### src/design/exu_params.svh
`ifndef EXU_PARAMS_SVH
`define EXU_PARAMS_SVH

// datapath width of the execute unit
`define EXU_XLEN 64

// number of partial-product stages in the multiply pipeline
`define EXU_MUL_STAGES 4

// multiplier bits consumed by each stage
`define EXU_MUL_SLICE (`EXU_XLEN / `EXU_MUL_STAGES)

`endif

### src/design/exu_data_pkg.sv
`default_nettype none

`include "exu_params.svh"

package exu_data_pkg;

    // one datapath word
    typedef logic [`EXU_XLEN-1:0] xlen_t;

    // shift amount, low bits of operand b
    typedef logic [$clog2(`EXU_XLEN)-1:0] shamt_t;

    // operand source select
    typedef logic [1:0] src_sel_t;

    localparam src_sel_t SEL_A_RS1 = 2'd1;
    localparam src_sel_t SEL_B_RS2 = 2'd1;
    localparam src_sel_t SEL_B_CSR = 2'd2;

    // multiplies in flight, issue register plus every stage
    typedef logic [$clog2(`EXU_MUL_STAGES + 2)-1:0] mul_cnt_t;

    typedef enum logic [1:0] {
        ISSUE_IDLE,
        ISSUE_MUL,
        ISSUE_DRAIN
    } issue_state_t;

endpackage

`default_nettype wire

### src/design/mul_stage.sv
`timescale 1ns/1ps
`default_nettype none

`include "exu_params.svh"

module mul_stage (
    input  wire logic                 clk,
    input  wire logic                 rst,
    input  wire logic                 flush,
    input  wire logic                 in_valid,
    input  wire exu_data_pkg::xlen_t  in_a,
    input  wire exu_data_pkg::xlen_t  in_b,
    input  wire exu_data_pkg::xlen_t  in_acc,
    output logic                      out_valid,
    output exu_data_pkg::xlen_t       out_a,
    output exu_data_pkg::xlen_t       out_b,
    output exu_data_pkg::xlen_t       out_acc
);
    import exu_data_pkg::*;

    xlen_t slice;
    xlen_t partial;

    // low slice of the remaining multiplier bits
    assign slice = {{(`EXU_XLEN-`EXU_MUL_SLICE){1'b0}}, in_b[`EXU_MUL_SLICE-1:0]};

    // product wraps at the datapath width, only the low word is kept
    assign partial = in_a * slice;

    always_ff @(posedge clk) begin
        if (rst || flush) begin
            out_valid <= 1'b0;
        end else begin
            out_valid <= in_valid;
        end
    end

    // next stage sees a scaled up and b with this slice consumed
    always_ff @(posedge clk) begin
        if (in_valid) begin
            out_a   <= in_a << `EXU_MUL_SLICE;
            out_b   <= in_b >> `EXU_MUL_SLICE;
            out_acc <= in_acc + partial;
        end
    end

endmodule

`default_nettype wire

### config.mk
export PLATFORM = sky130hd
export DESIGN_NAME = mul_stage
export DESIGN_NICKNAME = d
export VERILOG_FILES = /design/src/design/exu_data_pkg.sv /design/src/design/mul_stage.sv
export VERILOG_INCLUDE_DIRS = /design/src /design/src/design
export SDC_FILE = /design/constraint.sdc
export NUM_CORES = 2
export LEC_CHECK = 0
export ABC_AREA = 1
export ABC_CLOCK_PERIOD_IN_PS = 15200
export BUFFER_PORTS_ARGS = -buffer_cell sky130_fd_sc_hd__buf_4
export CORE_MARGIN = 1.5
export CORE_UTILIZATION = 60
export DETAILED_ROUTE_END_ITERATION = 10
export GPL_TIMING_DRIVEN = 0
export MAX_ROUTING_LAYER = met4
export PLACE_DENSITY = 0.81
export SLEW_MARGIN = 20
export SYNTH_ARGS = -nofsm -noshare
export SYNTH_HDL_FRONTEND = slang
export SYNTH_SLANG_ARGS = --single-unit
### constraint.sdc
create_clock -name clk -period 15.2 [get_ports clk]
set_input_delay 2.28 -clock clk [delete_from_list [all_inputs] [get_ports clk]]
set_output_delay 2.28 -clock clk [all_outputs]
set_load 0.05 [all_outputs]
=== After elaboration in Yosys (flattened, before gate mapping) ===
Cells that the tools add are included.

* Output and inout bits: 193
* Register bits: 161
* Input port bits: 196
* Logic and storage cells: 7

* $add $sub $neg: 1
* Reduce and logical (&&, ||, !) cells: 1
* Multipliers: 1

{| class="wikitable"
|+ Operator list
! operator !! number
|-
| 64-bit adder || 1
|-
| 64-bit by 16-bit multiplier with 64-bit output || 1
|-
| 1-bit logical OR || 1
|}

=== Logic depth before layout (Yosys ltp) ===
* Depth in word-level cells: 2
* Gate-level depth with buffers: 29
* Gate-level depth less buffers: 27

=== Worst setup path before layout ===
No wires, ideal clock.

* Path type: in2reg
* From: in in_b[4]
* To: reg out_acc[61] (data pin)
* Stages on the path: 25
* Data required time: 14.948 ns
* Setup slack: 7.431 ns
* Setup time: 0.252 ns
* Arrival time: 7.517 ns
* Path buffers: 3
* Cell sequence: clkbuf_1 clkbuf_1 clkbuf_1 nand2_1 fa_1 inv_1 fa_1 inv_1 fa_1 inv_1 fa_1 fa_1 inv_1 fa_1 inv_1 ha_1 nand2_1 nor2_1 inv_2 nor2_1 inv_1 nor4_1 nand2_1 nand3_1 nand2_1

* Longest elaborated chain between the ends: 2

{| class="wikitable"
|+ RTL lines
! item !! RTL line !! source
|-
| start: declaration || mul_stage.sv:12 || <nowiki>input wire exu_data_pkg::xlen_t in_b,</nowiki>
|-
| 64-bit by 16-bit multiplier with 64-bit output || mul_stage.sv:28 || <nowiki>assign partial = in_a * slice;</nowiki>
|-
| 64-bit adder || mul_stage.sv:43 || <nowiki>out_acc <= in_acc + partial;</nowiki>
|-
| end signal: assignment || mul_stage.sv:43 ||
|-
| end: declaration || mul_stage.sv:17 || <nowiki>output exu_data_pkg::xlen_t out_acc</nowiki>
|}

No other way between the ends.
A chain may end at the register's enable or synchronous reset.

=== Final worst setup path ===
* From: in in_b[8]
* To: reg out_acc[63] (data pin)

The elaborated chain is that of the path after synthesis.

==> metrics.yaml <==
detailed_routing:
  route.detailed.drc: 34
  ant_nets: 0
  wl_per_cell_um: 20.9
  vias: 30200
  drt-total-wl_um: 118000
  drt_iter0_markers: 3198
  wl_met3_um: 14000
  top_layer_used: "met4"
  firstDrtPassIters: 11
  vias_per_cell: 5.37
  wl_met2_um: 52300
  met1_length_um: 40900
synth:
  synth_top_family_by_area: "adder cells"
  synth_edf_count: 160
  yosysUniqueCellTypes: 43
  synth-xor-area-share_pct: 1.12
  yosys.area_share.simple_pct: 16.4
  yosysWarningCount: 0
  yosysSeqAreaShare_pct: 13.4
  synth_compound_area_share_pct: 2.62
  yosys_most_used_dff: "edfxtp_1"
  synth-seq-cells: 161
  synthCells: 4440
  netlist_area_mm2: 0.0361
  syn_avg_cell_area_um2: 8.12
  synthMuxAreaShare_pct: 0
  async_reset_ff_share_pct: 0
  synthAdderAreaFrac_pct: 48.7
cts:
  postCtsHoldBufs: 0
  root_buffer: "clkbuf_16"
  htreeDepth: 4
  cts.sinks: 161
  clk_pin_slew_ns: 0.11
  cts_tree: "yes"
  post_cts_buffers: 0
  cts_buffers: 17
  post_cts_resized: 0
  clock_path_buffers: 2
placed_design:
  dp_hpwl_um: 99300
  io_buffer_count: 342
  routabilityCongestion: 1.03
sta:
  fin_crit_sh_pct: 63.4
  rsz0062_at_grt: "false"
  setup_viol: 0
  slew_headroom_pct: 29.0
  period_minus_slack_ns: 9.63
  worst_pin_slew_ns: 1.07
  slew_viol_final: 0
  hold_viol: 0
  fin_tns_setup_ns: 0
  fmax_ghz: 0.104
floorplanning:
  die-height_um: 248
  core_area_mm2: 0.0592
  start_util_pct: 60.9
  dieArea_mm2: 0.0616
  dieWidth_um: 248
  num_rows: 89
  io_pins: 389
worst_setup_path:
  cp-end-kind: "flop"
  cp_max_fo: 10
  crit_arrival_ns: 9.91
  crit_buf_inv: 7
  crit_start: "in_b[8]"
  cpLargestDelayFamily: "adder cells"
  crit_path_frequent_cell: "fa_1"
  crit_slowest_cell: "a21oi_1"
  crit_chain: "buf_4 -> clkbuf_1 -> buf_1 -> nand2_1 -> fa_1 -> inv_1 -> fa_1 -> fa_1 -> fa_1 -> fa_1 -> inv_1 -> fa_1 -> inv_1 -> ha_1 -> a21oi_1 -> o21ai_0 -> a21oi_1 -> nand3_2 -> a21oi_1 -> inv_1 -> nand2_1 -> nand2_1"
  worst-endpoint-required_ns: 15.47
  crit_end: "out_acc[63]"
  cp-start-kind: "primary input"
  worstSetupPathType: "primary input to flop"
  cp.depth: 22
  slowest_delay_ns: 0.79
run_status:
  violations: "DRC"
  outcome: "complete, but fails checks"
finish:
  multi_input_comb_area_mm2: 0.0249
  area_delta_synth_final_pct: 12.0
  nets: 5943
  layout-drive-gt1-share_pct: 10.3
  fillers: 4908
  seq_area_mm2: 0.00482
grt:
  grt_start_max_net_pins: 108
  grt_remaining_overflow: 0
  grt_usage_pct: 41.5
  grt_pass1_wl_um: 179000
  antenna_found_initial: 3
  grt_pass1_vias: 31500
flow_run:
  cap_violations: 0
worst_hold_path:
  hold_path_class: "primary input to flop"
  worstHoldPathCells: 1
-- worst min-delay path by stage --
stage	end	start
after floorplan	out_valid	flush
after global placement	out_b[20]	in_b[36]
after detailed placement	out_b[43]	in_b[59]
after CTS	out_a[49]	in_a[33]
after global routing	out_b[37]	in_b[53]
final	out_a[49]	in_a[33]
-- layer usage --
layer	global-route usage (%)	vias up
li1	-	13100
met1	49.5	14700
met2	61.8	1940
met3	10.5	446
met4	29.5	0
met5	-	-
-- cells in the mapped netlist, types with 2 or more instances --
library cell | n | share of area [%]
a21boi_0 | 2 | 0.042
a21o_1 | 6 | 0.12
a21oi_1 | 83 | 1.2
a21oi_2 | 3 | 0.073
a31oi_1 | 3 | 0.052
buf_1 | 15 | 0.16
buf_2 | 12 | 0.17
buf_4 | 32 | 0.67
clkbuf_1 | 180 | 1.9
edfxtp_1 | 160 | 13
fa_1 | 814 | 45
ha_1 | 100 | 3.5
inv_1 | 1405 | 15
inv_2 | 26 | 0.27
nand2_1 | 1193 | 12
nand2_2 | 14 | 0.24
nand3_1 | 67 | 0.93
nand3_2 | 10 | 0.28
nand3b_1 | 5 | 0.10
nand4_1 | 19 | 0.33
nor2_1 | 126 | 1.3
nor2_2 | 17 | 0.29
nor2_4 | 2 | 0.062
nor3_1 | 13 | 0.18
nor4_1 | 2 | 0.035
nor4_2 | 2 | 0.069
o211ai_1 | 3 | 0.062
o21a_1 | 4 | 0.083
o21ai_0 | 41 | 0.57
o21ai_1 | 12 | 0.17
o21bai_1 | 13 | 0.27
xnor2_1 | 9 | 0.22
xor2_1 | 37 | 0.90
-- kinds of logic (layout without fill, tap and decap cells) --
| kind of cell | after synthesis | in the layout |
|---|---|---|
| buf+inv | 1671 | 2046 |
| simple gates | 1476 | 1476 |
| fa+ha+maj | 914 | 914 |
| compound gates | 171 | 171 |
| flops | 161 | 161 |
| xor+xnor | 46 | 46 |
| other cells | 1 | 36 |
-- cell type report --
| class | instances | share of cell area, % |
|---|---|---|
| Buffer | 239 | 2.56 |
| Sequential cell | 161 | 11.9 |
| Tap cell | 773 | 2.40 |
| Clock inverter | 15 | 0.493 |
| Multi-Input combinational cell | 2639 | 61.8 |
| Timing Repair Buffer | 343 | 6.45 |
| Antenna cell | 4 | 0.0248 |
| Inverter | 1432 | 13.3 |
| Clock buffer | 17 | 1.05 |
-- cell usage in the layout (no fill, tap or decap), types with 3 or more instances in the layout --
cell and count:
o21ai_1 12, conb_1 32, nor2_2 17, buf_1 15, nand2_2 14, o21a_1 4
a31oi_1 3, clkbuf_16 17, inv_1 1405, edfxtp_1 160, xnor2_1 9, clkinv_8 6
buf_2 12, fa_1 814, xor2_1 37, nand3_2 10, nand3_1 67, o21ai_0 41
ha_1 100, nand4_1 19, nor2_1 126, clkbuf_1 179, inv_8 3, o21bai_1 13
nand3b_1 5, a21o_1 6, nor3_1 13, o211ai_1 3, a21oi_1 83, a21oi_2 3
diode_2 4, inv_2 26, inv_6 3, nand2_1 1193, buf_4 373
-- flip-flops by register name, summed over array words and instances, names as in the netlist --
signal     count
out_valid      1
out_a         48
out_b         48
out_acc       64
-- per-stage QoR --
step	instances	setup slack [ns]	area [um^2]	hold slack, ns	util, %
2_1_floorplan	4471	7.43	36200	2.36	-
3_3_place_gp	5586	5.38	39700	2.46	67.0
3_5_place_dp	5587	5.32	39700	2.46	67.1
4_1_cts	5619	5.84	40400	1.93	68.1
5_1_grt	5623	5.38	40400	1.93	68.2
6_report	5623	5.57	40400	1.93	68.2
Power is left out: the tool's default activity adds up to more than one toggle a clock period on the data nets, which glitch-free logic cannot reach.
