==> config.mk <==
export PLATFORM = sky130hd
export DESIGN_NAME = exu_writeback
export DESIGN_NICKNAME = d
export VERILOG_FILES = /design/src/design/exu_data_pkg.sv /design/src/design/exu_writeback.sv
export VERILOG_INCLUDE_DIRS = /design/src /design/src/design
export SDC_FILE = /design/constraint.sdc
export NUM_CORES = 1
export LEC_CHECK = 0
export BUFFER_PORTS_ARGS = -buffer_cell sky130_fd_sc_hd__buf_4
export CORE_MARGIN = 2
export CORE_UTILIZATION = 42
export CTS_BUF_LIST = sky130_fd_sc_hd__clkbuf_8
export DETAILED_ROUTE_END_ITERATION = 10
export PLACE_DENSITY = 0.91
export SYNTH_ARGS = -nofsm -noshare
export SYNTH_HDL_FRONTEND = slang
export SYNTH_SLANG_ARGS = --single-unit
==> constraint.sdc <==
create_clock -name clk -period 0.97 [get_ports clk]
set_input_delay 0.097 -clock clk [delete_from_list [all_inputs] [get_ports clk]]
set_output_delay 0.097 -clock clk [all_outputs]
set_load 0.005 [all_outputs]
==> src/design/exu_params.svh <==
`ifndef EXU_PARAMS_SVH
`define EXU_PARAMS_SVH

// datapath width of the execute unit
`define EXU_XLEN 64

// number of partial-product stages in the multiply pipeline
`define EXU_MUL_STAGES 4

// multiplier bits consumed by each stage
`define EXU_MUL_SLICE (`EXU_XLEN / `EXU_MUL_STAGES)

`endif

==> src/design/exu_data_pkg.sv <==
`default_nettype none

`include "exu_params.svh"

package exu_data_pkg;

    // one datapath word
    typedef logic [`EXU_XLEN-1:0] xlen_t;

    // shift amount, low bits of operand b
    typedef logic [$clog2(`EXU_XLEN)-1:0] shamt_t;

    // operand source select
    typedef logic [1:0] src_sel_t;

    localparam src_sel_t SEL_A_RS1 = 2'd1;
    localparam src_sel_t SEL_B_RS2 = 2'd1;
    localparam src_sel_t SEL_B_CSR = 2'd2;

    // multiplies in flight, issue register plus every stage
    typedef logic [$clog2(`EXU_MUL_STAGES + 2)-1:0] mul_cnt_t;

    typedef enum logic [1:0] {
        ISSUE_IDLE,
        ISSUE_MUL,
        ISSUE_DRAIN
    } issue_state_t;

endpackage

`default_nettype wire

==> src/design/exu_writeback.sv <==
`timescale 1ns/1ps
`default_nettype none

`include "exu_params.svh"

module exu_writeback (
    input  wire logic                 clk,
    input  wire logic                 rst,
    input  wire logic                 flush,
    input  wire exu_data_pkg::xlen_t  alu_res,
    input  wire logic                 alu_res_valid,
    input  wire exu_data_pkg::xlen_t  mul_res,
    input  wire logic                 mul_res_valid,
    output exu_data_pkg::xlen_t       res,
    output logic                      res_valid
);
    logic take;

    // issue ordering keeps the two sources apart in time
    assign take = !flush && (alu_res_valid || mul_res_valid);

    always_ff @(posedge clk) begin
        if (rst) begin
            res_valid <= 1'b0;
        end else begin
            res_valid <= take;
        end
    end

    // res holds the last result between pulses
    always_ff @(posedge clk) begin
        if (rst) begin
            res <= '0;
        end else if (take) begin
            if (alu_res_valid) begin
                res <= alu_res;
            end else begin
                res <= mul_res;
            end
        end
    end

endmodule

`default_nettype wire

; Word level (Yosys, flattened, before mapping)
; Cells that the tools add are included.
[totals]
word_cells = 6
out_inout_bits = 65
regBits = 65
[classes]
mux = 1
n_reduce_logical = 3
[op_table]
columns = operator, count
row1 = two-way mux 64 bit, 1
row2 = logical AND 1 bit, 1
row3 = zero test 1 bit, 1
row4 = logical OR 1 bit, 1

; Longest topological paths before layout
; Gate-level depths: netlist of run 1.
[depth]
word_depth = 2
ltp_mapped = 4

; Least setup slack after synthesis of run 1
; Ideal clock, no wire load.
[synth_path]
path_kind = input to register
startpoint = input port flush
endpoint = register res[10]
arrival_time_ps = 830
required_time_ps = 882
setup_slack_ps = 52
setup_time_ps = 88
stages = 4
path_cell_list = or2_1 buf_6 buf_6 o32ai_2
[synth_between]
elab_chain_len = 2
[synth_lines]
columns = item, line
row1 = start: declaration, exu_writeback.sv:9  ; input wire logic flush,
row2 = zero test 1 bit, exu_writeback.sv:20  ; assign take = !flush && (alu_res_valid || mul_res_valid);
row3 = logical AND 1 bit, exu_writeback.sv:20
row4 = end signal: assignment, exu_writeback.sv:36  ; res <= alu_res;
row5 = end signal: assignment, exu_writeback.sv:38  ; res <= mul_res;
row6 = end: declaration, exu_writeback.sv:14  ; output exu_data_pkg::xlen_t res,
; Every way passes these cells.
; A chain may end at the register's enable or synchronous reset.

; Final worst setup path of run 1
[layout_path]
startpoint = register res[32]
endpoint = output port res[32]
; No word-level cell between the ends.

==> results of run 1 <==
-- stage by stage --
| stage | setup slack, ps | hold slack (ps) |
|---|---|---|
| 2_1_floorplan | 52.4 | 335 |
| 3_5_place_dp | -103 | 472 |
| 5_1_grt | 27.0 | 130 |
| 4_1_cts | 43.2 | 116 |
| 6_report | 73.9 | 135 |
| 3_3_place_gp | -54.0 | 460 |
-- worst max-delay path by stage --
stage               cells past startpoint              endpoint                 start
floorplan                               4  res[10]$_SDFFE_PP0P_                 flush
global placement                        4  res[18]$_SDFFE_PP0P_         alu_res_valid
detailed placement                      4  res[52]$_SDFFE_PP0P_                 flush
CTS                                     1               res[32]  res[32]$_SDFFE_PP0P_
global route                            1                res[1]   res[1]$_SDFFE_PP0P_
finish                                  1               res[32]  res[32]$_SDFFE_PP0P_
-- layout make-up --
type | instances | area, µm²
clock inverter | 5 | 22.5
multi-input combinational | 196 | 2020
clock buffer | 11 | 151
timing repair buffer | 209 | 1680
fill | 664 | 2900
tap | 105 | 131
sequential | 65 | 1300
-- flip-flops by register name (all words and copies together), names as in the netlist --
name / cells
res: 64
res_valid: 1
-- cell usage after synthesis --
master and number:
buf_6 13, o32ai_1 13, buf_4 5, clkbuf_1 8
dfxtp_1 65, or2_1 1, o21ba_1 1, o32ai_2 51
nor2_1 2, buf_2 9, mux2i_1 64, nand2b_1 64
-- tightest hold or removal path: stages --
cell,delay (ps)
buf_4,70
mux2i_1,60
o32ai_2,180
-- power groups by stage --
stage               Sequential [mW]  Clock, mW  Combinational (mW)
floorplan                      3.01          0               0.814
global placement               3.00          0                1.62
detailed placement             3.01          0                1.68
CTS                            2.95       2.08                1.68
global route                   2.97       2.18                1.78
finish                         2.95       2.01                1.66
-- per-layer routing --
metal  vias to the layer above  global-route usage (%)  wire length, µm
li1                       1493                       -                -
met1                      1525                    22.3             3480
met2                       127                    38.7             5270
met3                        10                    4.23              768
met4                         0                    6.31               79
met5                         -                       0                0
-- cell families after synthesis --
family,after synthesis
flops,65
simple gates,67
mux,64
compound gates,65
buf+inv,35
==> out/summary.txt, run 1 <==
setup TNS: 0 ps
most common cell after layout, fill and taps aside: buf_4
H-tree Lvls: 3
WP data required: 870 ps
simple-gate share of the synthesized area: 11.6%
area post-placement: 5140 µm²
Post-Synthesis Cells: 296
CP bufs+invs: 1
commonest cells after routing, fill and taps aside: buf_4 (200), dfxtp_1 (65), mux2i_1 (64), nand2b_1 (64), o32ai_2 (51)
# Post-CTS Setup Buffers: 0
post-layout util: 64.7%
Synth Area in XOR/XNOR: 0%
worst-path maximum fanout: 2
# rows: 33
Sink Count: 65
Worst Skew: 0 ps
final worst path period share: 92.4%
mux share of post-synthesis cell area: 18.0%
Floorplan Core Area: 8220 µm²
synthesis-to-layout area growth: 48.9%
drt total wl: 9.60 mm
Post-Synthesis Cell Area: 3570 µm²
critical path startpoint category: flip-flop
Combinational Power Share: 25.1%
Reg2Reg Capture Point: res[19]$_SDFFE_PP0P_
Ports: 198
Seq pwr share: 44.6%
Synth Area in Compound Gates: 26.7%
Critical Path Sink Type: primary output
hold path depth: 3
Non-Filler Instances: 591
fin crit period: 896 ps
first-pass GRT wire length: 14.8 mm
DR DRC count: 0
vias in the first global route: 3116
DRT iter0 DRCs: 71
Synth top area share: 36.5%
GRT overflow: 0
Total Power: 6.62 mW
worst skew pair latency: 320 ps
worst reg2reg setup slack: 330 ps
CTS Hold Buffers Added: 0
sum of net half-perimeters after detailed placement: 7.18 mm
Vias/cell: 5.34
Largest stage delay, worst path: 360 ps
r2r worst-path depth: 2
# port buffers: 197
die area: 9250 µm²
die width: 96.2 µm
Synth Area in Adders: 0%
largest net degree at the start of global routing: 65
Hold Startpoint: mul_res[16]
RSZ-0062 raised after global routing: false
Net Count, Synth: 429
DRT Pass-1 Iters: 4
synth top area cells: dfxtp_1 (36%), o32ai_2 (23%), mux2i_1 (18%), nand2b_1 (11%), buf_6 (4.1%)
design area: 5310 µm²
CTS root buffer: clkbuf_8
ant diodes: 0
CTS tree: done
dpl cells: 575
layout cell share with drive strength beyond 1: 57.0%
internal power: 4.88 mW
CP Cell Sequence: buf_4
routability cong.: 0.705
max-slew violations: 0
leak pwr: 2.34 nW
NumNets Final: 614
Die H: 96.2 µm
outcome: finished, final reports clean
worst vdd ir: 0.659 mV
post-synth top area cell: dfxtp_1
MaxCap Viol Count: 0
largest family of logic cells by synthesized area: compound AO/OA/AOI/OAI gates
Worst Tran Pin Value: 488 ps
CP arrival: 800 ps
FF-to-FF Start: res[19]$_SDFFE_PP0P_
register area share after synthesis: 36.5%
Avg WL per Cell: 16.2 µm
kind of critical path: flip-flop to primary output
Final Hold Viols: 0
Post-CTS Resized: 0
clock slew seen by the registers of the worst setup and hold paths: 70 ps
Clock Power Share: 30.3%
Avg Inst Size Synth: 12.1 µm²
Yosys cell types: 12
Finish-stage setup viols: 0
Antenna Nets Post-Route: 0
Worst Hold End: res[16]$_SDFFE_PP0P_
Slew headroom: 67.4%
Top delay family on crit path: flip-flops
Starting Density: 43.4%
Synth Register Bits: 65
Tot GR Track Use: 20.3%
fmax: 1.12 GHz
CP max-delay cell: dfxtp_1
initial antenna violation count: 0
total CTS buffers: 9
YS warnings: 0
via count: 3155
Pwr per Cell Area: 1250 nW/µm²
Hold WC Path Type: input pin to flip-flop
Max clock buf depth: 2
Net Switching: 1.74 mW
switching share of power: 26.2%
Note: power is estimated with default switching activity, not from simulation.
==> run 2: changes to the inputs <==
PLACE_DENSITY = 0.77   (was 0.91)
==> run 2 against run 1 <==
  * Utilization increased by 0.88 points
  * Sequential power barely moved
  * Final cell count increased by 1.0%
  * Worst setup slack worse by 20 ps
  * Clock power is 10% higher
  * Combinational power about the same
  * Total power increased by 3.7%
  * Sequential share of layout area decreased by 0.33 points
  * Clock-buffer cell count shrank 1
==> out/summary.txt, run 2 (same netlist as run 1, synthesis figures left out) <==
Reg with most FFs: res (unchanged)
Critical Path Sink Type: primary output (unchanged)
vias in the first global route: 3149 (was 3116)
Largest stage delay, worst path: 360 ps (about the same)
Finish-stage setup viols: 0 (unchanged)
drt total wl: 9.81 mm (was 9.60 mm)
fmax: 1.09 GHz (was 1.12 GHz)
final worst path period share: 94.4% (was 92.4%)
CP bufs+invs: 1 (unchanged)
routability cong.: 0.717 (was 0.705)
design area: 5390 µm² (was 5310 µm²)
max-slew violations: 0 (unchanged)
switching share of power: 25.9% (was 26.2%)
Slew headroom: 82.4% (was 67.4%)
DRT Pass-1 Iters: 4 (unchanged)
fillers: 679 (was 664)
clock slew seen by the registers of the worst setup and hold paths: 70 ps (about the same)
largest net degree at the start of global routing: 36 (was 65)
Max clock buf depth: 2 (unchanged)
Combinational Power Share: 24.7% (was 25.1%)
Final Hold Viols: 0 (unchanged)
Largest regs: res x64, res_valid x1 (unchanged)
via count: 3133 (was 3155)
# Post-CTS Setup Buffers: 0 (unchanged)
NumNets Final: 620 (was 614)
Vias/cell: 5.25 (was 5.34)
fin crit period: 916 ps (was 896 ps)
WP data required: 870 ps (about the same)
Antenna Nets Post-Route: 0 (unchanged)
synthesis-to-layout area growth: 50.9% (was 48.9%)
worst vdd ir: 0.759 mV (was 0.659 mV)
Net Switching: 1.77 mW (was 1.74 mW)
Total Power: 6.86 mW (was 6.62 mW)
DR DRC count: 0 (unchanged)
total CTS buffers: 9 (unchanged)
Worst Tran Pin Value: 257 ps (was 488 ps)
Pwr per Cell Area: 1270 nW/µm² (was 1250 nW/µm²)
setup TNS: 0 ps (unchanged)
outcome: finished, final reports clean (unchanged)
CP max-delay cell: dfxtp_1 (unchanged)
die width: 96.2 µm (unchanged)
post-layout util: 65.5% (was 64.7%)
Clock Power Share: 32.4% (was 30.3%)
MaxCap Viol Count: 0 (unchanged)
Avg WL per Cell: 16.4 µm (was 16.2 µm)
worst skew pair latency: 330 ps (was 320 ps)
layout cell share with drive strength beyond 1: 57.3% (was 57.0%)
Floorplan Core Area: 8220 µm² (unchanged)
Tot GR Track Use: 20.6% (was 20.3%)
slack of the critical path: 54.3 ps (was 73.9 ps)
critical path startpoint category: flip-flop (unchanged)
initial antenna violation count: 0 (unchanged)
setup slack at placement: -98.8 ps (was -103 ps)
worst-path maximum fanout: 2 (unchanged)
Worst Skew: 0 ps (unchanged)
# port buffers: 197 (unchanged)
area post-placement: 5200 µm² (was 5140 µm²)
CP Cell Sequence: buf_4 (unchanged)
CTS tree: done (unchanged)
CTS root buffer: clkbuf_8 (unchanged)
Sink Count: 65 (unchanged)
Largest register FFs: 64 (unchanged)
Seq pwr share: 43.0% (was 44.6%)
Post-CTS Resized: 0 (unchanged)
internal power: 5.09 mW (was 4.88 mW)
RSZ-0062 raised after global routing: false (unchanged)
Starting Density: 43.4% (unchanged)
H-tree Lvls: 3 (unchanged)
commonest cells after routing, fill and taps aside: buf_4 (205), dfxtp_1 (65), mux2i_1 (64), nand2b_1 (64), o32ai_2 (51) (was buf_4 (200), dfxtp_1 (65), mux2i_1 (64), nand2b_1 (64), o32ai_2 (51))
GRT overflow: 0 (unchanged)
Top delay family on crit path: flip-flops (unchanged)
# rows: 33 (unchanged)
CTS Hold Buffers Added: 0 (unchanged)
Ports: 198 (unchanged)
CP arrival: 820 ps (was 800 ps)
DRT iter0 DRCs: 65 (was 71)
kind of critical path: flip-flop to primary output (unchanged)
first-pass GRT wire length: 14.8 mm (about the same)
die area: 9250 µm² (unchanged)
sum of net half-perimeters after detailed placement: 7.29 mm (was 7.18 mm)
leak pwr: 2.38 nW (was 2.34 nW)
Die H: 96.2 µm (unchanged)
Hold WC Path Type: input pin to flip-flop (unchanged)
ant diodes: 0 (unchanged)
most common cell after layout, fill and taps aside: buf_4 (unchanged)
-- run 2: cell count changes in the layout (fill, tap and decap cells not counted) --
cell       previous run  this run
clkbuf_8             11        10
buf_4               200       205
inv_1                 2         3
buf_12                9        10
clkinv_2              3         2
bufinv_16             0         1
-- run 2: metal layers --
metal	wire (µm)	global-route usage [%]	share of wire, %	vias up
met4	168	6.43	1.7	0
met5	0	0	0	-
met3	795	5.25	8.1	16
met1	3680	24.2	38	1492
met2	5160	36.3	53	125
li1	-	-	-	1500
-- run 2: final cells by class --
| cell class | count | area (µm²) | area share (%) |
|---|---|---|---|
| sequential | 65 | 1300 | 24.2 |
| tap | 105 | 131 | 2.44 |
| clock inverter | 6 | 51.3 | 0.953 |
| clock buffer | 10 | 138 | 2.56 |
| multi-input combinational | 196 | 2020 | 37.6 |
| timing repair buffer | 215 | 1740 | 32.3 |
-- run 2: through the flow --
stage | instances | hold WS (ps)
after global routing | 597 | 128
after detailed placement | 581 | 472
final | 597 | 117
after CTS | 597 | 112
after global placement | 581 | 449
after floorplan | 296 | 335
-- run 2: path summary, 6_finish.rpt --
check / from / end / slack, ps / cells past startpoint
worst max-delay path: res[3]$_SDFFE_PP0P_ / res[3] / 50 / 1
worst min register to register: res[55]$_SDFFE_PP0P_ / res[55]$_SDFFE_PP0P_ / 490 / 2
worst max register to register: res[6]$_SDFFE_PP0P_ / res[6]$_SDFFE_PP0P_ / 320 / 2
worst min-delay path: mul_res[61] / res[61]$_SDFFE_PP0P_ / 120 / 3
-- run 2: worst min-delay path: stages --
cell     delay [ps]
buf_4           110
mux2i_1         120
o32ai_1          80
-- run 2: power by group through the flow --
stage | clock network [mW] | registers [mW] | logic, mW
2_1_floorplan | 0 | 3.01 | 0.814
3_3_place_gp | 0 | 3.00 | 1.67
3_5_place_dp | 0 | 3.01 | 1.71
4_1_cts | 2.28 | 2.95 | 1.72
5_1_grt | 2.40 | 2.97 | 1.81
6_report | 2.22 | 2.95 | 1.69
