--- config.mk ---
export PLATFORM = sky130hd
export DESIGN_NAME = exu_issue
export DESIGN_NICKNAME = d
export VERILOG_FILES = /design/src/design/alu_op_pkg.sv /design/src/design/exu_data_pkg.sv /design/src/design/exu_issue.sv
export VERILOG_INCLUDE_DIRS = /design/src /design/src/design
export SDC_FILE = /design/constraint.sdc
export NUM_CORES = 1
export LEC_CHECK = 0
export BUFFER_PORTS_ARGS = -buffer_cell sky130_fd_sc_hd__buf_2
export CORE_AREA = 2 2 258 260
export CTS_BUF_LIST = sky130_fd_sc_hd__clkbuf_2
export CTS_CLUSTER_SIZE = 40
export DETAILED_ROUTE_END_ITERATION = 8
export DIE_AREA = 0 0 260 262
export GPL_ROUTABILITY_DRIVEN = 0
export GPL_TIMING_DRIVEN = 0
export HOLD_SLACK_MARGIN = 0.03
export PLACE_DENSITY = 0.37
export SKIP_LAST_GASP = 1
export SYNTH_ARGS = -nofsm -noshare
export SYNTH_HDL_FRONTEND = slang
export SYNTH_SLANG_ARGS = --single-unit
--- constraint.sdc ---
create_clock -name clk -period 38.7 [get_ports clk]
set_input_delay 7.74 -clock clk [delete_from_list [all_inputs] [get_ports clk]]
set_output_delay 7.74 -clock clk [all_outputs]
set_load 0.005 [all_outputs]
--- src/design/exu_params.svh ---
`ifndef EXU_PARAMS_SVH
`define EXU_PARAMS_SVH

// datapath width of the execute unit
`define EXU_XLEN 64

// number of partial-product stages in the multiply pipeline
`define EXU_MUL_STAGES 4

// multiplier bits consumed by each stage
`define EXU_MUL_SLICE (`EXU_XLEN / `EXU_MUL_STAGES)

`endif

--- src/design/alu_op_pkg.sv ---
`default_nettype none

`include "exu_params.svh"

package alu_op_pkg;

    // operation code carried from decode into the execute unit
    typedef logic [4:0] alu_op_t;

    // arithmetic and pass-through
    localparam alu_op_t ALU_ADD    = 5'd0;
    localparam alu_op_t ALU_SUB    = 5'd1;
    localparam alu_op_t ALU_PASS_A = 5'd2;
    localparam alu_op_t ALU_PASS_B = 5'd3;

    // bitwise logic
    localparam alu_op_t ALU_XOR    = 5'd4;
    localparam alu_op_t ALU_OR     = 5'd5;
    localparam alu_op_t ALU_AND    = 5'd6;

    // logical shifts
    localparam alu_op_t ALU_SLL    = 5'd7;
    localparam alu_op_t ALU_SRL    = 5'd8;

    // compares, result is 1 or 0
    localparam alu_op_t ALU_SLT    = 5'd9;
    localparam alu_op_t ALU_SLTU   = 5'd10;
    localparam alu_op_t ALU_EQ     = 5'd11;
    localparam alu_op_t ALU_GE     = 5'd12;
    localparam alu_op_t ALU_GEU    = 5'd13;

    // divide and remainder
    localparam alu_op_t ALU_DIV    = 5'd14;
    localparam alu_op_t ALU_DIVU   = 5'd15;
    localparam alu_op_t ALU_REM    = 5'd16;
    localparam alu_op_t ALU_REMU   = 5'd17;

    // arithmetic shift, word mode aware
    localparam alu_op_t ALU_SRA    = 5'd18;

    // goes through the multiply pipeline instead of the alu core
    localparam alu_op_t ALU_MUL    = 5'd19;

endpackage

`default_nettype wire

--- src/design/exu_data_pkg.sv ---
`default_nettype none

`include "exu_params.svh"

package exu_data_pkg;

    // one datapath word
    typedef logic [`EXU_XLEN-1:0] xlen_t;

    // shift amount, low bits of operand b
    typedef logic [$clog2(`EXU_XLEN)-1:0] shamt_t;

    // operand source select
    typedef logic [1:0] src_sel_t;

    localparam src_sel_t SEL_A_RS1 = 2'd1;
    localparam src_sel_t SEL_B_RS2 = 2'd1;
    localparam src_sel_t SEL_B_CSR = 2'd2;

    // multiplies in flight, issue register plus every stage
    typedef logic [$clog2(`EXU_MUL_STAGES + 2)-1:0] mul_cnt_t;

    typedef enum logic [1:0] {
        ISSUE_IDLE,
        ISSUE_MUL,
        ISSUE_DRAIN
    } issue_state_t;

endpackage

`default_nettype wire

--- src/design/exu_issue.sv ---
`timescale 1ns/1ps
`default_nettype none

`include "exu_params.svh"

module exu_issue (
    input  wire logic                    clk,
    input  wire logic                    rst,
    input  wire logic                    flush,
    input  wire logic                    in_valid,
    output logic                         in_ready,
    input  wire alu_op_pkg::alu_op_t     op,
    input  wire exu_data_pkg::xlen_t     pc,
    input  wire exu_data_pkg::xlen_t     rs1,
    input  wire exu_data_pkg::xlen_t     rs2,
    input  wire exu_data_pkg::xlen_t     csr,
    input  wire exu_data_pkg::xlen_t     imm,
    input  wire exu_data_pkg::src_sel_t  sel_a,
    input  wire exu_data_pkg::src_sel_t  sel_b,
    input  wire logic                    word_mode,
    output logic                         alu_valid,
    output alu_op_pkg::alu_op_t          alu_op,
    output exu_data_pkg::xlen_t          alu_a,
    output exu_data_pkg::xlen_t          alu_b,
    output logic                         alu_word,
    output logic                         mul_valid,
    output exu_data_pkg::xlen_t          mul_a,
    output exu_data_pkg::xlen_t          mul_b,
    output exu_data_pkg::xlen_t          mul_acc,
    input  wire logic                    mul_done
);
    import alu_op_pkg::*;
    import exu_data_pkg::*;

    issue_state_t state;
    issue_state_t state_next;
    mul_cnt_t     mul_cnt;
    mul_cnt_t     mul_cnt_next;
    xlen_t        rs1_ext;
    xlen_t        a_sel;
    xlen_t        b_sel;
    logic         is_mul;
    logic         accept;
    logic         mul_issue;

    // word mode keeps only the low half of rs1
    assign rs1_ext = word_mode ? {{(`EXU_XLEN-32){1'b0}}, rs1[31:0]} : rs1;
    assign a_sel   = (sel_a == SEL_A_RS1) ? rs1_ext : pc;

    always_comb begin
        case (sel_b)
            SEL_B_RS2: b_sel = rs2;
            SEL_B_CSR: b_sel = csr;
            default:   b_sel = imm;
        endcase
    end

    assign is_mul = (op == ALU_MUL);

    // a non-multiply op waits behind any multiply still in flight
    always_comb begin
        case (state)
            ISSUE_IDLE: in_ready = 1'b1;
            ISSUE_MUL:  in_ready = !(in_valid && !is_mul);
            default:    in_ready = 1'b0;
        endcase
    end

    assign accept    = in_valid && in_ready && !flush;
    assign mul_issue = accept && is_mul;

    assign mul_cnt_next = mul_cnt + mul_cnt_t'(mul_issue) - mul_cnt_t'(mul_done);

    always_comb begin
        state_next = state;
        case (state)
            ISSUE_IDLE: begin
                if (mul_issue) begin
                    state_next = ISSUE_MUL;
                end
            end
            ISSUE_MUL: begin
                if (mul_cnt_next == '0) begin
                    state_next = ISSUE_IDLE;
                end else if (in_valid && !is_mul) begin
                    state_next = ISSUE_DRAIN;
                end
            end
            ISSUE_DRAIN: begin
                // held op goes out once the last multiply has left
                if (mul_cnt_next == '0) begin
                    state_next = ISSUE_IDLE;
                end
            end
            default: state_next = ISSUE_IDLE;
        endcase
    end

    always_ff @(posedge clk) begin
        if (rst || flush) begin
            state     <= ISSUE_IDLE;
            mul_cnt   <= '0;
            mul_valid <= 1'b0;
        end else begin
            state     <= state_next;
            mul_cnt   <= mul_cnt_next;
            mul_valid <= mul_issue;
        end
    end

    // operands into stage 0
    always_ff @(posedge clk) begin
        if (mul_issue) begin
            mul_a <= a_sel;
            mul_b <= b_sel;
        end
    end

    // accumulation starts from zero
    assign mul_acc = '0;

    // alu ops go straight through to the alu register
    assign alu_valid = accept && !is_mul;
    assign alu_op    = op;
    assign alu_a     = a_sel;
    assign alu_b     = b_sel;
    assign alu_word  = word_mode;

endmodule

`default_nettype wire

# Word-level counts from Yosys, hierarchy flattened
# Cells that the tools add are included.
totals:
  n_memories: 0
  latchBits: 0
  inputBits: 335
  output_inout_bits: 329
  wordCells: 37
  reg_bits: 134
  rom_bits: 0
  ram_bits: 0
op_classes:
  n_addsub: 2
  n_mul: 0
  div_mod_pow: 0
  n_bitwise: 0
  muxes: 9
  shift: 0
  magnitude_cmp: 0
  n_reduce_logical: 12
  eq_ne: 9
ops:
  columns: ["operator", "count"]
  rows:
  - ["$mux 64", 2]
  - ["$pmux 64 s2", 1]
  - ["$mux 2", 4]
  - ["$eq 2x1->1 const B", 3]
  - ["$pmux 2 s3", 1]
  - ["$eq 5x5->1 const B", 1]
  - ["$logic_and 1x1->1", 5]
  - ["$eq 2x2->1 const B", 2]
  - ["$ne 2x2->1 const B", 2]
  - ["$add 3x1->3", 1]
  - ["$logic_not 1->1", 3]
  - ["$logic_not 3->1", 1]
  - ["$ne 3x3->1 const B", 1]
  - ["$reduce_and 3->1", 1]
  - ["$sub 3x1->3", 1]
  - ["$logic_not 2->1", 1]
  - ["$pmux 1 s2", 1]
  - ["$logic_or 1x1->1", 1]

# Longest topological paths before layout
# Gate-level depths: netlist of the first run.
logic_depth:
  ltp_word: 13
  depth_mapped: 11
  mapped_depth_nobuf: 11

# Worst setup path before layout of the first run
# OpenSTA, ideal clock, no wires.
synth_timing:
  path_type: "in2reg"
  from: "in op[2]"
  to: "reg mul_a[0], enable pin"
  setup_time_ns: 0.973
  arrival_ns: 21.118
  path_slack_ns: 16.609
  cell_stages: 3
  required_ns: 37.727
  path_buffers: 0
  cell_sequence: "and4bb_1 -> nand2_1 -> nor4b_1"
synth_between:
  elab_chain_len: 8
synth_rtl:
  columns: ["item", "line", "rtl"]
  rows:
  - ["start, declared", "exu_issue.sv:12", "input wire alu_op_pkg::alu_op_t op,"]
  - ["$eq 5x5->1 *", "exu_issue.sv:58", "assign is_mul = (op == ALU_MUL);"]
  - ["$logic_not 1->1", "exu_issue.sv:64", "ISSUE_MUL: in_ready = !(in_valid && !is_mul);"]
  - ["$logic_and 1x1->1", "exu_issue.sv:64", null]
  - ["$logic_not 1->1", "exu_issue.sv:64", null]
  - ["$pmux 1 s2", "exu_issue.sv:62", "case (state)"]
  - ["$logic_and 1x1->1 (2 in series)", "exu_issue.sv:69", "assign accept = in_valid && in_ready && !flush;"]
  - ["$logic_and 1x1->1 *", "exu_issue.sv:70", "assign mul_issue = accept && is_mul;"]
  - ["net mul_issue", "exu_issue.sv:44", "logic mul_issue;"]
  - ["end signal, assigned", "exu_issue.sv:114", "mul_a <= a_sel;"]
  - ["end, declared", "exu_issue.sv:27", "output exu_data_pkg::xlen_t mul_a,"]
# The timed path passes the listed nets; every way through them passes the cells marked *.
# A chain may end at the register's enable or synchronous reset.

# Final worst setup path of the first run
layout_timing:
  from: "in sel_b[0]"
  to: "out alu_b[12]"
layout_between:
  elab_chain_len: 2
  word_cells_on_any_way: 3
  cone_classes: "eq/ne: 2; mux: 1"
layout_rtl:
  columns: ["item", "line", "rtl"]
  rows:
  - ["start, declared", "exu_issue.sv:19", "input wire exu_data_pkg::src_sel_t sel_b,"]
  - ["$eq 2x2->1 / $eq 2x1->1 (equally long branches)", "exu_issue.sv:51", "case (sel_b)"]
  - ["$pmux 64 s2 *", "exu_issue.sv:51", null]
  - ["end, declared", "exu_issue.sv:24", "output exu_data_pkg::xlen_t alu_b,"]
# Every way passes the cells marked *; elsewhere a longest branch is shown, timed or not.

==> results of run 1 <==
worst max-delay path, cell delays in order:
cell and delay [ns]:
buf_2 0.11, inv_1 0.05, ha_1 0.19, buf_2 0.31, buf_1 0.89, a22oi_1 0.41, o21ai_1 0.30, buf_2 0.16
where the power goes:
part | internal (mW) | leakage (nW) | total, mW | switching [mW]
registers | 0.161 | 1.21 | 0.162 | 0.000287
logic | 0.0362 | 3.96 | 0.0822 | 0.0460
clock network | 0.0382 | 0.163 | 0.107 | 0.0689
total | 0.236 | 5.33 | 0.351 | 0.115
cells in the mapped netlist (2+ instances only):
master	n	area, um2
edfxtp_1	128	3840
nand2_1	98	368
o21ai_1	96	480
buf_4	70	526
a22oi_1	64	480
nand2b_1	34	213
mux2_1	32	360
buf_2	17	85.1
clkbuf_1	16	60.1
buf_1	9	33.8
dfxtp_1	6	120
inv_1	5	18.8
ha_1	4	50.1
and2_1	2	12.5
nor4b_1	2	17.5
layer usage:
layer | track usage, % | wire length (um) | up-vias
met2 | 22.4 | 22700 | 538
met1 | 13.7 | 16800 | 3485
met4 | 4.49 | 1020 | 2
li1 | - | - | 3458
met3 | 3.84 | 4020 | 84
met5 | 0 | 13 | -
sequential cells by signal, summed over array words and instances, names as in the netlist:
signal and count:
mul_b 64, mul_a 64, state 2, mul_valid 1
mul_cnt 3
area by class of cell:
type	instances	area (um2)	share of cell area, %
sequential	134	3960	34.3
timing repair buffer	616	3130	27.1
multi-input combinational	410	2380	20.6
tap	864	1080	9.35
buffer	112	704	6.09
clock inverter	15	193	1.67
clock buffer	17	85.1	0.736
inverter	5	18.8	0.162
antenna	6	15.0	0.130
worst paths after layout:
path / start / end
setup reg to reg: state[1]$_SDFFE_PP0P_ / mul_a[60]$_DFFE_PP_
hold reg to reg: state[0]$_SDFFE_PP0P_ / state[0]$_SDFFE_PP0P_
setup / recovery: sel_b[0] / alu_b[12]
hold / removal: state[0]$_SDFFE_PP0P_ / state[0]$_SDFFE_PP0P_
placed cells by master (no fill, tap or decap), types with 5 or more instances in the layout:
cell,count
a22oi_1,64
inv_1,5
buf_4,86
dfxtp_1,6
buf_2,616
inv_6,6
nand2b_1,34
mux2_1,32
edfxtp_1,128
nand2_1,98
conb_1,64
buf_1,9
o21ai_1,96
diode_2,6
clkbuf_1,16
clkbuf_2,17
per-stage QoR:
stage | total power, mW | worst slack [ns] | cells | hold slack [ns]
finish | 0.351 | 20.76 | 2179 | 0.593
global route | 0.373 | 20.68 | 2178 | 0.629
CTS | 0.362 | 20.72 | 2173 | 0.577
detailed placement | 0.248 | 20.72 | 2141 | 0.545
global placement | 0.248 | 7.90 | 2124 | 0.534
floorplan | 0.199 | 16.61 | 661 | 0.495
logic make-up (layout without fill, tap and decap cells):
| logic type | Yosys count | count (layout) | share of synthesized area [%] |
|---|---|---|---|
| other | 1 | 70 | 0.0550 |
| adders and majority gates | 5 | 5 | 1.03 |
| AOI/OAI and AO/OA | 166 | 166 | 14.8 |
| buffers and inverters | 117 | 765 | 10.6 |
| muxes | 32 | 32 | 5.28 |
| and+or+nand+nor | 142 | 142 | 9.74 |
| DFF | 134 | 134 | 58.1 |
| xor gates and xnor gates | 1 | 1 | 0.348 |
==> parameters.txt, run 1 <==
Parameter                              Value

Routing
  Total wire length    44.6 mm
  Initial DRT Pass Iterations    5
  Post-DRT Antenna Nets    0
  Vias post-DR    7,567
  Iter 0 DRT Violations    536
  Drt wl/cell    20.5 um
  Via-to-Cell Ratio    3.47
  Residual DRC    0

GRT
  Initial antenna violation count    28
  Pin count of the biggest net entering global routing    17
  Remaining global-route overflow    0
  GRT Util Overall    12.4%
  Wire length of the first global-routing pass    57.9 mm
  Via count of the first global-routing pass    7,522

CTS
  H-tree level count    4
  Clock latency reported for the late side of the worst-skew pair    0.95 ns
  Number of hold buffers added after CTS    0
  Clock buffer count from CTS    17
  Clock slew at the register clock pins of the worst setup and hold paths    0.29 ns
  Clock tree from TritonCTS    yes
  Count of buffers added by post-CTS timing repair for setup    0
  Clk Tree Root Cell    clkbuf_2
  CTS-repair resized insts    0
  # clock sinks    134
  Maximum count of clock buffers along a single path    2

Run status
  Run status    complete, no violations

Die
  I/O pin total    664
  Initial core utilization    10.5%
  Row Count    94
  Die Span Y    262 um
  DIE WIDTH    260 um
  Area enclosed by the die boundary    68,100 um2
  Core Box Area    65,300 um2

Power and ir drop
  Cell leakage power    5.33 nW
  Maximum vdd ir drop    16.5 uV
  PD cells    30.3 nW/um2

Yosys
  Dominant register cell in the synthesized netlist    edfxtp_1
  Post-synthesis cell type count    30
  Number of synthesized flops with an enable pin    128
  Fraction of registers with async set or reset after synthesis    0%
  Total standard cell area after synthesis    6820 um2
  Average instance area after synthesis    11.4 um2
  Sequential share of the synthesized area    58.1%
  Synthesis-stage register bit count    134
  Count of yosys warnings during synthesis    0
  Syn Inst Count    598

Worst setup path
  Data arrival at the endpoint of the critical path    10.20 ns
  Biggest fanout along the worst timing path    10
  Number of cells on the worst reg-to-reg path    9
  Worst setup path category    in2out
  Critical path required time    30.96 ns
  Setup slack of the worst register-to-register path    35.58 ns
  Critical path endpoint category    output pin
  Crit start category    primary input

Hold path
  Class of the worst hold path    reg2reg
  Worst Hold Path Cells    1

Place
  Instance area at placement    11,300 um2
  IO buf count    599
  DPL Wire Length    38.9 mm

Cells and area
  Net count of the finished layout    1,636
  Count of fill cells added during filler insertion    7,480
  Share of final-layout standard cells stronger than drive strength 1    56.4%
  Fraction of the core area covered by cells at the end of the flow    17.7%
  Post-Layout Inst Area    11,600 um2
  Layout Area Growth over Synthesis    69.6%

Timing
  Final Critical Period    17.94 ns
  Actual slew at the worst max-slew pin    1.41 ns
  Maximum clock skew at final layout    0.0700 ns
  Achievable clock frequency    55.8 MHz
  Final Hold Violating Endpoints    0
  Final worst-path cycle share    46.3%
  RSZ-0062 raised after global routing    false
  Max-slew violation count    0
  Setup TNS    0 ns
  Worst slew margin    5.89%
  Total of endpoints with negative setup slack in the final report    0

Job
  Maximum capacitance violations    0
(Power assumes the default switching activity.)
==> inputs of run 2 (changes only) <==
- CORE_AREA: 2 2 258 260 -> 2 2 259 261
- DIE_AREA: 0 0 260 262 -> 0 0 261 263
- PLACE_DENSITY: 0.37 -> 0.38
- clock period: 38.7 -> 14.69 ns (I/O delays scaled with it)
==> run 2 against run 1 <==
Compared with the run above: critical path depth unchanged; critical path type unchanged; clock power is 150% higher; core utilization decreased by 0.13 points; largest power group unchanged; worst hold slack got worse by 0.016 ns; design area fell by 0.22%; via count about the same; non-clock buffer count fell by 7; sequential cell count unchanged; sequential share of layout area rose by 0.074 points; sequential power rose to 2.6 times the previous value; critical endpoint is now alu_b[8].
==> parameters.txt, run 2 (same netlist as run 1, synthesis figures left out) <==
Parameter                              Value

Run status
  Run status    complete, no violations

Routing
  Initial DRT Pass Iterations    5 (unchanged)
  Via-to-Cell Ratio    3.48 (+0.18%)
  Total wire length    45.2 mm (+1.3%)
  Post-DRT Antenna Nets    0 (unchanged)
  Iter 0 DRT Violations    464 (-13%)
  Vias post-DR    7,560 (-0.093%)
  Residual DRC    0 (unchanged)
  Drt wl/cell    20.8 um (+1.6%)

Job
  Maximum capacitance violations    0 (unchanged)

Timing
  Total of endpoints with negative setup slack in the final report    0 (unchanged)
  Worst slew margin    19.2% (+13 points)
  Actual slew at the worst max-slew pin    1.21 ns (-0.199 ns)
  Achievable clock frequency    123 MHz
  Final Hold Violating Endpoints    0 (unchanged)
  Final Critical Period    8.12 ns
  Final worst-path cycle share    55.3%
  Maximum clock skew at final layout    0.0678 ns (-0.00212 ns)
  Crit path setup slack, layout    6.57 ns (-14.20 ns)
  Max-slew violation count    0 (unchanged)
  RSZ-0062 raised after global routing    false

CTS
  Clock buffer count from CTS    17 (unchanged)
  Number of hold buffers added after CTS    0 (unchanged)
  Count of buffers added by post-CTS timing repair for setup    0 (unchanged)
  # clock sinks    134 (unchanged)
  Clk Tree Root Cell    clkbuf_2
  Clock tree from TritonCTS    yes
  Clock slew at the register clock pins of the worst setup and hold paths    0.28 ns (about the same)
  Maximum count of clock buffers along a single path    2 (unchanged)
  Clock latency reported for the late side of the worst-skew pair    0.95 ns (about the same)
  CTS-repair resized insts    0 (unchanged)
  H-tree level count    4 (unchanged)

Cells and area
  Share of final-layout standard cells stronger than drive strength 1    56.1% (-0.23 points)
  Layout Area Growth over Synthesis    69.2%
  Non-filler cells, final    2,173 (-0.28%)
  Most frequent cells in the layout    buf_2 (616), edfxtp_1 (128), nand2_1 (98)
  Leading registers by flop count    mul_a: 64 flops, mul_b: 64 flops, mul_cnt: 3 flops
  Most frequent standard cell in the layout excluding fill and tap cells    buf_2
  Net count of the finished layout    1,629 (-0.43%)
  Fraction of the core area covered by cells at the end of the flow    17.6% (-0.13 points)

GRT
  Wire length of the first global-routing pass    59.5 mm (+2.7%)
  Via count of the first global-routing pass    7,657 (+1.8%)
  Most Used Layer, Global Route    met2
  Initial antenna violation count    33 (+18%)
  Met1 Resource Use GR    14.1% (+0.32 points)
  GRT Util Overall    12.7% (+0.22 points)
  GR met3 Demand/Resource    4.06% (+0.22 points)
  Pin count of the biggest net entering global routing    17 (unchanged)
  Remaining global-route overflow    0 (unchanged)
  GR Layer Usage met2    22.6% (+0.23 points)

Power and ir drop
  Switching power summed over all nets    0.304 mW (+160%)
  Maximum vdd ir drop    43.1 uV (+160%)
  Total chip power    0.908 mW (+160%)
  PD cells    78.6 nW/um2 (+160%)
  Cell leakage power    5.28 nW (-0.90%)
  Switching Share    33.5% (+0.72 points)
  Fraction of power consumed by the clock network    29.3% (-1.2 points)
  Register share of total power    46.9% (+0.8 points)
  P_int    0.603 mW (+160%)
  Logic gate share of total power    23.8% (+0.4 points)

Worst setup path
  Cell-by-cell listing of the critical path    buf_2 -> inv_1 -> ha_1 -> buf_2 -> buf_1 -> a22oi_1 -> o21ai_1 -> buf_2
  Slowest cell delay on critical path    0.86 ns (-0.03 ns)
  Highest-delay cell along the critical path    buf_1
  Worst setup path category    in2out
  Critical path endpoint category    output pin
  Total buffers and inverters traversed by the critical path    5 (unchanged)
  Critical path required time    11.75 ns (-19.21 ns)
  Data arrival at the endpoint of the critical path    5.18 ns (-5.02 ns)
  Crit start category    primary input
  Worst path top cell family by delay    buffers and inverters
  Crit path top cell by count    buf_2
  Biggest fanout along the worst timing path    10 (unchanged)

Hold path
  Class of the worst hold path    reg2reg

Place
  Pre-CTS setup slack    6.38 ns (-14.34 ns)
  DPL Wire Length    39.4 mm (+1.3%)
  Number of placed cells counting well taps    2,134 (-0.33%)
  IO buf count    599 (unchanged)

Die
  Area enclosed by the die boundary    68,600 um2 (+0.77%)
  DIE WIDTH    261 um (+0.38%)
  Core Box Area    65,600 um2 (+0.54%)
  Row Count    94 (unchanged)
  Die Span Y    263 um (+0.38%)
  Initial core utilization    10.4% (-0.056 points)
  I/O pin total    664 (unchanged)
-- run 2: cell types whose count changed in the layout (fill, tap and decap cells not counted), sizes merged --
| cell | change |
|---|---|
| buf | -7 |
| clkinvlp | +3 |
| clkinv | -2 |
| bufinv | -1 |
| diode | +1 |
-- run 2: layout make-up --
| cell class | count | area (um2) |
|---|---|---|
| fillers | 7551 | 54100 |
| clock inverters | 15 | 168 |
| well taps | 864 | 1080 |
| inverters | 5 | 18.8 |
| plain buffers | 112 | 704 |
| flip-flops and latches | 134 | 3960 |
| clock buffers | 17 | 85.1 |
| diodes | 7 | 17.5 |
| repair buffers | 609 | 3120 |
| multi-input cells | 410 | 2390 |
-- run 2: final timing paths --
kind	end	slack [ns]	cells after the start	startpoint
min reg2reg	state[0]$_SDFFE_PP0P_	0.58	1	state[0]$_SDFFE_PP0P_
max reg2reg	mul_a[46]$_DFFE_PP_	12.19	6	state[1]$_SDFFE_PP0P_
min	state[0]$_SDFFE_PP0P_	0.58	1	state[0]$_SDFFE_PP0P_
max	alu_b[8]	6.57	8	sel_b[1]
-- run 2: routing by layer --
layer,up-vias,wire length (um)
met5,-,27
met4,4,1260
met3,90,4010
met2,519,22200
met1,3499,17600
li1,3448,-
-- run 2: power by group through the flow --
| stage | registers, mW | clock network [mW] | logic [mW] |
|---|---|---|---|
| 2_1_floorplan | 0.435 | 0 | 0.0887 |
| 3_3_place_gp | 0.435 | 0 | 0.218 |
| 3_5_place_dp | 0.434 | 0 | 0.219 |
| 4_1_cts | 0.426 | 0.289 | 0.219 |
| 5_1_grt | 0.426 | 0.299 | 0.237 |
| 6_report | 0.426 | 0.266 | 0.216 |
-- run 2: worst register-to-register path, cell delays in order (launching register included) --
cell     delay (ns)
dfxtp_1        0.43
nor4b_4        0.73
buf_6          0.28
buf_6          0.21
buf_8          0.18
buf_6          0.20
buf_6          0.21
-- run 2: through the flow --
stage               TNS (ns)  hold WS (ns)  area [um2]
floorplan                  0         0.495        7060
finish                     0         0.577       11500
global placement     -108.26         0.528       11100
detailed placement         0         0.544       11300
CTS                        0         0.571       11500
global route               0         0.601       11500
